[src/hw/rv_pkg.sv]
// shared widths, encodings and payloads
// for the rv32i pipeline slice

package rv_pkg;

    localparam int InstBus    = 32;
    localparam int RegBus     = 32;
    localparam int RegAddrBus = 5;

    localparam logic [RegBus-1:0]  BootAddr = 32'h0;
    localparam logic [InstBus-1:0] InstNop  = 32'h0000_0013;  // addi x0, x0, 0

    // major opcodes
    localparam logic [6:0] INST_TYPE_I   = 7'b0010011;
    localparam logic [6:0] INST_TYPE_R_M = 7'b0110011;
    localparam logic [6:0] INST_TYPE_B   = 7'b1100011;
    localparam logic [6:0] INST_JAL      = 7'b1101111;
    localparam logic [6:0] INST_JALR     = 7'b1100111;
    localparam logic [6:0] INST_LUI      = 7'b0110111;
    localparam logic [6:0] INST_AUIPC    = 7'b0010111;
    localparam logic [6:0] INST_FENCE    = 7'b0001111;

    // op-imm funct3
    localparam logic [2:0] INST_ADDI  = 3'b000;
    localparam logic [2:0] INST_SLLI  = 3'b001;
    localparam logic [2:0] INST_SLTI  = 3'b010;
    localparam logic [2:0] INST_SLTIU = 3'b011;
    localparam logic [2:0] INST_XORI  = 3'b100;
    localparam logic [2:0] INST_SRI   = 3'b101;
    localparam logic [2:0] INST_ORI   = 3'b110;
    localparam logic [2:0] INST_ANDI  = 3'b111;

    // op funct3
    localparam logic [2:0] INST_ADD_SUB = 3'b000;
    localparam logic [2:0] INST_SLL     = 3'b001;
    localparam logic [2:0] INST_SLT     = 3'b010;
    localparam logic [2:0] INST_SLTU    = 3'b011;
    localparam logic [2:0] INST_XOR     = 3'b100;
    localparam logic [2:0] INST_SR      = 3'b101;
    localparam logic [2:0] INST_OR      = 3'b110;
    localparam logic [2:0] INST_AND     = 3'b111;

    // branch funct3
    localparam logic [2:0] INST_BEQ  = 3'b000;
    localparam logic [2:0] INST_BNE  = 3'b001;
    localparam logic [2:0] INST_BLT  = 3'b100;
    localparam logic [2:0] INST_BGE  = 3'b101;
    localparam logic [2:0] INST_BLTU = 3'b110;
    localparam logic [2:0] INST_BGEU = 3'b111;

    typedef struct packed {
        logic [InstBus-1:0] inst;
        logic [RegBus-1:0]  inst_addr;
    } fetch_pkt_t;

    typedef struct packed {
        logic [InstBus-1:0]    inst;
        logic [RegBus-1:0]     inst_addr;
        logic [RegBus-1:0]     op1;
        logic [RegBus-1:0]     op2;
        logic [RegBus-1:0]     reg1_rdata;
        logic [RegBus-1:0]     reg2_rdata;
        logic                  reg_we;
        logic [RegAddrBus-1:0] reg_waddr;
    } dec_pkt_t;

    // bubbles loaded by reset and clear
    localparam fetch_pkt_t FetchBubble = '{inst: InstNop, inst_addr: BootAddr};
    localparam dec_pkt_t   DecBubble   = '{inst: InstNop, default: '0};

endpackage

[src/hw/rv_intf.sv]
// stage buses

// fetch register to decode
interface fetch_bus
    import rv_pkg::*;
();
    logic       valid;
    fetch_pkt_t pkt;
    logic       ready;
    logic       clear;  // decode drops the offered slot

    modport producer (output valid, output pkt, input ready, input clear);
    modport consumer (input valid, input pkt, output ready, output clear);
endinterface

// decode to register file, combinational read
interface reg_rd_bus
    import rv_pkg::*;
();
    logic [RegAddrBus-1:0] raddr1;
    logic [RegAddrBus-1:0] raddr2;
    logic [RegBus-1:0]     rdata1;
    logic [RegBus-1:0]     rdata2;

    modport requester (output raddr1, output raddr2, input rdata1, input rdata2);
    modport responder (input raddr1, input raddr2, output rdata1, output rdata2);
endinterface

[src/hw/ex_stage.sv]
// execute and write-back

module ex_stage
    import rv_pkg::*;
(
    input  logic                  dec_valid_i,
    input  dec_pkt_t              dec_i,
    output logic                  ex_ready_o,
    output logic                  wb_we_o,
    output logic [RegAddrBus-1:0] wb_waddr_o,
    output logic [RegBus-1:0]     wb_wdata_o,
    output logic                  jump_o,
    output logic [RegBus-1:0]     jump_addr_o
);

    logic [6:0]        opcode;
    logic [2:0]        funct3;
    logic              alt;  // sub / sra select
    logic [4:0]        shamt;
    logic [RegBus-1:0] sum;
    logic [RegBus-1:0] link;
    logic [RegBus-1:0] alu_res;
    logic [RegBus-1:0] wdata;
    logic [RegBus-1:0] target;
    logic              br_taken;
    logic              taken;

    assign opcode = dec_i.inst[6:0];
    assign funct3 = dec_i.inst[14:12];
    assign alt    = dec_i.inst[30];
    assign shamt  = dec_i.op2[4:0];
    assign sum    = dec_i.op1 + dec_i.op2;
    assign link   = dec_i.inst_addr + RegBus'(4);

    always_comb begin : alu
        alu_res = sum;
        case (funct3)
            INST_ADD_SUB: begin
                if (opcode == INST_TYPE_R_M && alt) begin
                    alu_res = dec_i.op1 - dec_i.op2;
                end
            end
            INST_SLL:  alu_res = dec_i.op1 << shamt;
            INST_SLT:  alu_res = {{(RegBus-1){1'b0}}, $signed(dec_i.op1) < $signed(dec_i.op2)};
            INST_SLTU: alu_res = {{(RegBus-1){1'b0}}, dec_i.op1 < dec_i.op2};
            INST_XOR:  alu_res = dec_i.op1 ^ dec_i.op2;
            INST_SR: begin
                if (alt) begin
                    alu_res = $signed(dec_i.op1) >>> shamt;
                end else begin
                    alu_res = dec_i.op1 >> shamt;
                end
            end
            INST_OR:   alu_res = dec_i.op1 | dec_i.op2;
            INST_AND:  alu_res = dec_i.op1 & dec_i.op2;
        endcase
    end

    // compares the raw register values
    always_comb begin : branch_cmp
        case (funct3)
            INST_BEQ:  br_taken = dec_i.reg1_rdata == dec_i.reg2_rdata;
            INST_BNE:  br_taken = dec_i.reg1_rdata != dec_i.reg2_rdata;
            INST_BLT:  br_taken = $signed(dec_i.reg1_rdata) < $signed(dec_i.reg2_rdata);
            INST_BGE:  br_taken = $signed(dec_i.reg1_rdata) >= $signed(dec_i.reg2_rdata);
            INST_BLTU: br_taken = dec_i.reg1_rdata < dec_i.reg2_rdata;
            INST_BGEU: br_taken = dec_i.reg1_rdata >= dec_i.reg2_rdata;
            default:   br_taken = 1'b0;
        endcase
    end

    always_comb begin : result_sel
        wdata  = alu_res;  // op and op-imm
        taken  = 1'b0;
        target = sum;
        case (opcode)
            INST_LUI:   wdata = dec_i.op1;
            INST_AUIPC: wdata = sum;
            INST_JAL: begin
                wdata = link;
                taken = 1'b1;
            end
            INST_JALR: begin
                wdata  = link;
                taken  = 1'b1;
                target = {sum[RegBus-1:1], 1'b0};
            end
            INST_TYPE_B: taken = br_taken;
            default: ;
        endcase
    end

    assign ex_ready_o  = 1'b1;  // single-cycle, never backs up
    assign wb_we_o     = dec_valid_i & dec_i.reg_we;
    assign wb_waddr_o  = dec_i.reg_waddr;
    assign wb_wdata_o  = wdata;
    assign jump_o      = dec_valid_i & taken;
    assign jump_addr_o = target;

endmodule

[src/hw/id_stage.sv]
// instruction decode and operand build

module id_stage
    import rv_pkg::*;
(
    input  logic        clk_i,
    input  logic        rst_n_i,
    input  logic        ex_ready_i,
    input  logic        jump_i,
    fetch_bus.consumer  fetch_if,
    reg_rd_bus.requester rd_if,
    output logic        dec_valid_o,
    output dec_pkt_t    dec_o
);

    logic [InstBus-1:0]    inst;
    logic [RegBus-1:0]     inst_addr;
    logic [6:0]            opcode;
    logic [2:0]            funct3;
    logic [6:0]            funct7;
    logic [RegAddrBus-1:0] rd;
    logic [RegAddrBus-1:0] rs1;
    logic [RegAddrBus-1:0] rs2;
    logic [RegBus-1:0]     imm_i;
    logic [RegBus-1:0]     imm_b;
    logic [RegBus-1:0]     imm_j;
    logic [RegBus-1:0]     imm_u;
    logic                  reg_we;
    logic [RegAddrBus-1:0] reg_waddr;
    logic [RegAddrBus-1:0] raddr1;
    logic [RegAddrBus-1:0] raddr2;
    logic [RegBus-1:0]     op1;
    logic [RegBus-1:0]     op2;
    dec_pkt_t              dec_d;
    logic                  en;
    logic                  clear;

    assign inst      = fetch_if.pkt.inst;
    assign inst_addr = fetch_if.pkt.inst_addr;
    assign opcode    = inst[6:0];
    assign funct3    = inst[14:12];
    assign funct7    = inst[31:25];
    assign rd        = inst[11:7];
    assign rs1       = inst[19:15];
    assign rs2       = inst[24:20];

    assign imm_i = {{20{inst[31]}}, inst[31:20]};
    assign imm_b = {{20{inst[31]}}, inst[7], inst[30:25], inst[11:8], 1'b0};
    assign imm_j = {{12{inst[31]}}, inst[19:12], inst[20], inst[30:21], 1'b0};
    assign imm_u = {inst[31:12], 12'b0};

    // handshake with execute, empty slot becomes a bubble
    assign en             = ex_ready_i & fetch_if.valid;
    assign clear          = jump_i | (ex_ready_i & ~fetch_if.valid);
    assign fetch_if.ready = ex_ready_i;
    assign fetch_if.clear = clear;

    always_comb begin : decode_ctrl
        reg_we    = 1'b0;
        reg_waddr = '0;
        raddr1    = '0;
        raddr2    = '0;
        case (opcode)
            INST_TYPE_I: begin
                case (funct3)
                    INST_ADDI, INST_SLTI, INST_SLTIU, INST_XORI,
                    INST_ORI, INST_ANDI, INST_SLLI, INST_SRI: begin
                        reg_we    = 1'b1;
                        reg_waddr = rd;
                        raddr1    = rs1;
                    end
                    default: ;
                endcase
            end
            INST_TYPE_R_M: begin
                if (funct7 == 7'b0000000 || funct7 == 7'b0100000) begin  // no mul/div
                    reg_we    = 1'b1;
                    reg_waddr = rd;
                    raddr1    = rs1;
                    raddr2    = rs2;
                end
            end
            INST_TYPE_B: begin
                case (funct3)
                    INST_BEQ, INST_BNE, INST_BLT, INST_BGE, INST_BLTU, INST_BGEU: begin
                        raddr1 = rs1;
                        raddr2 = rs2;
                    end
                    default: ;
                endcase
            end
            INST_JALR: begin
                reg_we    = 1'b1;
                reg_waddr = rd;
                raddr1    = rs1;
            end
            INST_JAL, INST_LUI, INST_AUIPC: begin
                reg_we    = 1'b1;
                reg_waddr = rd;
            end
            INST_FENCE: ;  // nothing to order here
            default: ;
        endcase
    end

    assign rd_if.raddr1 = raddr1;
    assign rd_if.raddr2 = raddr2;

    always_comb begin : operands
        op1 = '0;
        op2 = '0;
        case (opcode)
            INST_TYPE_I: begin
                op1 = rd_if.rdata1;
                op2 = imm_i;
            end
            INST_TYPE_R_M: begin
                op1 = rd_if.rdata1;
                op2 = rd_if.rdata2;
            end
            INST_TYPE_B: begin  // target base, compare uses rdata
                op1 = inst_addr;
                op2 = imm_b;
            end
            INST_JAL: begin
                op1 = inst_addr;
                op2 = imm_j;
            end
            INST_JALR: begin
                op1 = rd_if.rdata1;
                op2 = imm_i;
            end
            INST_LUI:   op1 = imm_u;
            INST_AUIPC: begin
                op1 = inst_addr;
                op2 = imm_u;
            end
            default: ;
        endcase
    end

    assign dec_d = '{inst:       inst,
                     inst_addr:  inst_addr,
                     op1:        op1,
                     op2:        op2,
                     reg1_rdata: rd_if.rdata1,
                     reg2_rdata: rd_if.rdata2,
                     reg_we:     reg_we,
                     reg_waddr:  reg_waddr};

    pipe_reg #(.T(dec_pkt_t), .RST_VAL(DecBubble)) u_dec_reg (
        .clk_i,
        .rst_n_i,
        .en_i    (en),
        .clear_i (clear),
        .d_i     (dec_d),
        .q_o     (dec_o)
    );

    pipe_reg #(.T(logic), .RST_VAL(1'b0)) u_valid_reg (
        .clk_i,
        .rst_n_i,
        .en_i    (en),
        .clear_i (clear),
        .d_i     (fetch_if.valid),
        .q_o     (dec_valid_o)
    );

endmodule

[src/hw/inst_fetch.sv]
// instruction fetch

module inst_fetch
    import rv_pkg::*;
(
    input  logic               clk_i,
    input  logic               rst_n_i,
    input  logic [InstBus-1:0] inst_i,
    input  logic               inst_valid_i,
    input  logic               stall_i,
    input  logic               jump_i,
    input  logic [RegBus-1:0]  jump_addr_i,
    output logic [RegBus-1:0]  fetch_addr_o,
    fetch_bus.producer         fetch_if
);

    logic [RegBus-1:0] pc_q;
    logic              accept;
    fetch_pkt_t        pkt_d;

    // word at pc is taken this cycle
    assign accept       = inst_valid_i & ~stall_i & fetch_if.ready;
    assign fetch_addr_o = pc_q;
    assign pkt_d        = '{inst: inst_i, inst_addr: pc_q};

    always_ff @(posedge clk_i or negedge rst_n_i) begin
        if (!rst_n_i) begin
            pc_q <= BootAddr;
        end else if (jump_i) begin
            pc_q <= jump_addr_i;
        end else if (accept) begin
            pc_q <= pc_q + RegBus'(4);
        end
    end

    // a live slot dropped by decode can only be a jump kill
    pipe_reg #(.T(fetch_pkt_t), .RST_VAL(FetchBubble)) u_pkt_reg (
        .clk_i,
        .rst_n_i,
        .en_i    (accept),
        .clear_i (fetch_if.clear & fetch_if.valid),
        .d_i     (pkt_d),
        .q_o     (fetch_if.pkt)
    );

    pipe_reg #(.T(logic), .RST_VAL(1'b0)) u_valid_reg (
        .clk_i,
        .rst_n_i,
        .en_i    (fetch_if.ready),
        .clear_i (jump_i),  // wrong-path fetch
        .d_i     (accept),
        .q_o     (fetch_if.valid)
    );

endmodule

[src/hw/pipe_reg.sv]
// pipeline register with enable and clear

module pipe_reg #(
    parameter type T       = logic,
    parameter T    RST_VAL = '0
) (
    input  logic clk_i,
    input  logic rst_n_i,
    input  logic en_i,
    input  logic clear_i,
    input  T     d_i,
    output T     q_o
);

    always_ff @(posedge clk_i or negedge rst_n_i) begin
        if (!rst_n_i) begin
            q_o <= RST_VAL;
        end else if (clear_i) begin  // flush beats a load
            q_o <= RST_VAL;
        end else if (en_i) begin
            q_o <= d_i;
        end
    end

endmodule

[src/hw/regfile.sv]
// integer register file

module regfile
    import rv_pkg::*;
(
    input  logic                  clk_i,
    input  logic                  rst_n_i,
    input  logic                  we_i,
    input  logic [RegAddrBus-1:0] waddr_i,
    input  logic [RegBus-1:0]     wdata_i,
    reg_rd_bus.responder          rd_if
);

    logic [RegBus-1:0] regs_q [1:2**RegAddrBus-1];  // x0 has no storage

    // same-cycle write is forwarded to the reader
    function automatic logic [RegBus-1:0] read_port(input logic [RegAddrBus-1:0] addr);
        if (addr == '0) begin
            return '0;
        end else if (we_i && addr == waddr_i) begin
            return wdata_i;
        end
        return regs_q[addr];
    endfunction

    always_ff @(posedge clk_i or negedge rst_n_i) begin
        if (!rst_n_i) begin
            for (int i = 1; i < 2**RegAddrBus; i++) begin
                regs_q[i] <= '0;
            end
        end else if (we_i && waddr_i != '0) begin
            regs_q[waddr_i] <= wdata_i;
        end
    end

    always_comb begin
        rd_if.rdata1 = read_port(rd_if.raddr1);
        rd_if.rdata2 = read_port(rd_if.raddr2);
    end

endmodule

[src/hw/rv_slice_top.sv]
// rv32i pipeline slice, top level

module rv_slice_top
    import rv_pkg::*;
(
    input  logic                  clk_i,
    input  logic                  rst_n_i,
    input  logic [InstBus-1:0]    inst_i,
    input  logic                  inst_valid_i,
    input  logic                  stall_i,
    output logic [RegBus-1:0]     fetch_addr_o,
    output logic                  wb_we_o,
    output logic [RegAddrBus-1:0] wb_waddr_o,
    output logic [RegBus-1:0]     wb_wdata_o,
    output logic                  jump_o,
    output logic [RegBus-1:0]     jump_addr_o
);

    logic     ex_ready;
    logic     dec_valid;
    dec_pkt_t dec;

    fetch_bus  u_fetch_bus ();
    reg_rd_bus u_rd_bus ();

    inst_fetch u_fetch (
        .clk_i,
        .rst_n_i,
        .inst_i,
        .inst_valid_i,
        .stall_i,
        .jump_i       (jump_o),
        .jump_addr_i  (jump_addr_o),
        .fetch_addr_o,
        .fetch_if     (u_fetch_bus.producer)
    );

    regfile u_regfile (
        .clk_i,
        .rst_n_i,
        .we_i    (wb_we_o),  // write-back commits here
        .waddr_i (wb_waddr_o),
        .wdata_i (wb_wdata_o),
        .rd_if   (u_rd_bus.responder)
    );

    id_stage u_id (
        .clk_i,
        .rst_n_i,
        .ex_ready_i  (ex_ready),
        .jump_i      (jump_o),
        .fetch_if    (u_fetch_bus.consumer),
        .rd_if       (u_rd_bus.requester),
        .dec_valid_o (dec_valid),
        .dec_o       (dec)
    );

    ex_stage u_ex (
        .dec_valid_i (dec_valid),
        .dec_i       (dec),
        .ex_ready_o  (ex_ready),
        .wb_we_o,
        .wb_waddr_o,
        .wb_wdata_o,
        .jump_o,
        .jump_addr_o
    );

endmodule
[config.mk]
export PLATFORM = sky130hd
export DESIGN_NAME = rv_slice_top
export DESIGN_NICKNAME = d
export VERILOG_FILES = /design/src/hw/rv_pkg.sv /design/src/hw/rv_intf.sv /design/src/hw/ex_stage.sv /design/src/hw/id_stage.sv /design/src/hw/inst_fetch.sv /design/src/hw/pipe_reg.sv /design/src/hw/regfile.sv /design/src/hw/rv_slice_top.sv
export SDC_FILE = /design/constraint.sdc
export NUM_CORES = 2
export LEC_CHECK = 0
export BUFFER_PORTS_ARGS = -buffer_cell sky130_fd_sc_hd__buf_2
export CAP_MARGIN = 20
export CELL_PAD_IN_SITES_DETAIL_PLACEMENT = 1
export CELL_PAD_IN_SITES_GLOBAL_PLACEMENT = 1
export CORE_UTILIZATION = 47
export CTS_CLUSTER_SIZE = 24
export DETAILED_ROUTE_END_ITERATION = 8
export PLACE_DENSITY = 0.74
export SYNTH_ARGS = -nofsm -noshare
export SYNTH_HDL_FRONTEND = slang
export SYNTH_HIERARCHICAL = 1
export SYNTH_SLANG_ARGS = --single-unit
[constraint.sdc]
create_clock -name clk_i -period 8.8 [get_ports clk_i]
set_input_delay 0.44 -clock clk_i [delete_from_list [all_inputs] [get_ports clk_i]]
set_output_delay 0.44 -clock clk_i [all_outputs]
set_load 0.005 [all_outputs]
==> impl_metrics.toml <==
[synthesis]
synth.avg_cell_area_sq_um = 11.3
syn_inst = 7023
yosysWarnings = 6
syn_nets = 7192
syn-cell-area_sq_mm = 0.0792

[timing]
hold_viol = 0
fin_worst_skew_ns = 0.0429
final.setup.tns_ns = 0
fin_ws_ns = 1.89
slew_headroom_pct = 3.58
post-route-period-util_pct = 78.5
layout_min_cycle_time_ns = 6.91
fmax_mhz = 145
slew_violations = 0
worst_pin_slew_ns = 1.45
setup_viol = 0
rsz0062_at_grt = "false"

[setup_path]
reg2reg_slack_ns = 2.25
endpoint_kind = "output pin"
start_kind = "register"
criticalPathCategory = "reg -> out"
cp_max_fo = 36
cp.arrival_ns = 6.47
crit_required_ns = 8.36

[placed_design]
place_ws_ns = 2.54
gp_congestion = 1.04
dp.cells = 8925
port_buffers = 138
place_hpwl_um = 218000

[layout]
multi_input_area_sq_mm = 0.0440
register_area_sq_mm = 0.0317
drive_above_1_share_pct = 29.8
nNetsFinal = 7075
fillCellCount = 17300
final_util_pct = 52.2
fin_cells = 9241
areaGrowthSynthToFinish_pct = 10.2

[die]
die_w_um = 413
initial_core_util_pct = 47.4
die_h_um = 413
boundaryPins = 139
core_sq_mm = 0.167
num_rows = 150
dieArea_sq_mm = 0.170

[cts]
postCtsSetupBuffers = 0
cts_resized = 0
htree_num_levels = 4
cts_root_buffer = "clkbuf_16"
clk_path_buf_depth = 3
cts_hold_buf = 31
clk_pin_slew_ns = 0.07
insertion_delay_ns = 0.83
cts_tree = "built"
clock-sinks = 1267
cts_buffers = 148

[route]
drtPass1Iterations = 8
drc_errors = 0
wl_um = 335000
vias = 65300
drtIter0Drc = 8117
wire_per_inst_um = 36.3
viasPerCell = 7.06
detail-route-antenna-nets = 0

[global_routing]
grt_pass1_vias = 66100
antenna_found_initial = 12
grt_start_max_net_pins = 177
overflow = 0
grt_pass1_wl_um = 484000
grt_use_total_pct = 39.0

[pwr]
p_per_area_mw_per_mm2 = 163
p_leak_nw = 36.5
finalPower_w = 0.0143
ir_drop_mv = 0.196

[outcome]
outcome = "complete, no violations"

[flow_run]
max_cap_viol_count = 0

[min_path]
holdCritPathClass = "in -> reg"
[cell usage in the layout, fill, tap and decap left out, types with 29 or more instances in the layout]
master and n:
a32o_1 46, o22ai_1 170, mux2i_1 807, dfrtp_1 1256
buf_4 207, clkbuf_8 35, inv_1 174, mux4_2 275
nand3_1 74, a2111oi_0 29, o221ai_1 50, mux2_2 1049
o211ai_1 69, nor3_1 98, o21ai_0 171, clkbuf_16 150
buf_2 141, nand4_1 41, a221oi_1 110, nor2_1 550
a21oi_1 166, dlygate4sd3_1 31, ha_1 131, a31oi_1 36
xnor2_1 70, nand2_1 307, a211o_1 42
[layer usage]
layer | vias to the layer above | GRT usage (%) | routed length [um]
li1 | 26000 | - | -
met5 | - | 0 | 69
met1 | 34400 | 50.4 | 130000
met2 | 3784 | 58.7 | 149000
met4 | 10 | 24.1 | 23800
met3 | 1003 | 9.70 | 32100
[per-stage QoR]
stage,hold slack [ns],cell area [sq um]
after floorplan,0.144,79200
after global placement,0.500,81700
after detailed placement,0.512,81900
after CTS,0.00414,87300
after global routing,0.0528,87300
final,0.0547,87300
[final cells by class]
| cell class | instances | share of cell area (%) |
|---|---|---|
| clock inverters | 61 | 0.878 |
| multi-input cells | 4897 | 50.4 |
| well taps | 2204 | 3.16 |
| diodes | 10 | 0.0287 |
| flip-flops and latches | 1267 | 36.3 |
| repair buffers | 410 | 3.52 |
| inverters | 182 | 0.784 |
| clock buffers | 210 | 4.96 |
[worst max-delay path, cell delays in order (launching register included)]
cell and delay [ns]:
dfrtp_4 0.70, buf_4 0.39, inv_2 0.48, ha_1 0.36, nand3_1 0.10, o21ai_0 0.36, a21oi_1 0.33, nand2_1 0.14
o21ai_0 0.08, o21ai_0 0.49, o21ai_0 0.29, a221oi_4 1.19, buf_4 0.45, buf_2 0.17
[path summary, 6_finish.rpt]
| check | start | to | cells after the start |
|---|---|---|---|
| max | u_id/u_dec_reg/q_o[70]$_DFFE_PN0P_ | wb_wdata_o[28] | 13 |
| min | inst_i[26] | u_fetch/u_pkt_reg/q_o[58]$_DFFE_PN0P_ | 3 |
| max reg2reg | u_fetch/u_pkt_reg/q_o[35]$_DFFE_PN0P_ | u_id/u_dec_reg/q_o[122]$_DFFE_PN0P_ | 15 |
| min reg2reg | u_regfile/regs_q[702]$_DFFE_PN0P_ | u_regfile/regs_q[702]$_DFFE_PN0P_ | 1 |
| max in group asynchronous | rst_n_i | u_regfile/regs_q[381]$_DFFE_PN0P_ | 4 |
| min in group asynchronous | rst_n_i | u_id/u_dec_reg/q_o[72]$_DFFE_PN0P_ | 2 |
[report_power, final]
group | internal [W] | switching, W | total [W]
logic | 0.000408 | 0.00107 | 0.00148
clock network | 0.00379 | 0.00271 | 0.00650
registers | 0.00596 | 0.000325 | 0.00629
[registers in the layout (all words and copies together) (netlist names)]
register / count
u_regfile/regs_q: 992
u_fetch/u_valid_reg/q_o: 1
u_id/u_valid_reg/q_o: 1
u_fetch/fetch_addr_o: 32
u_fetch/u_pkt_reg/q_o: 64
u_id/u_dec_reg/q_o: 177
Power figures use the tool's default switching activity.
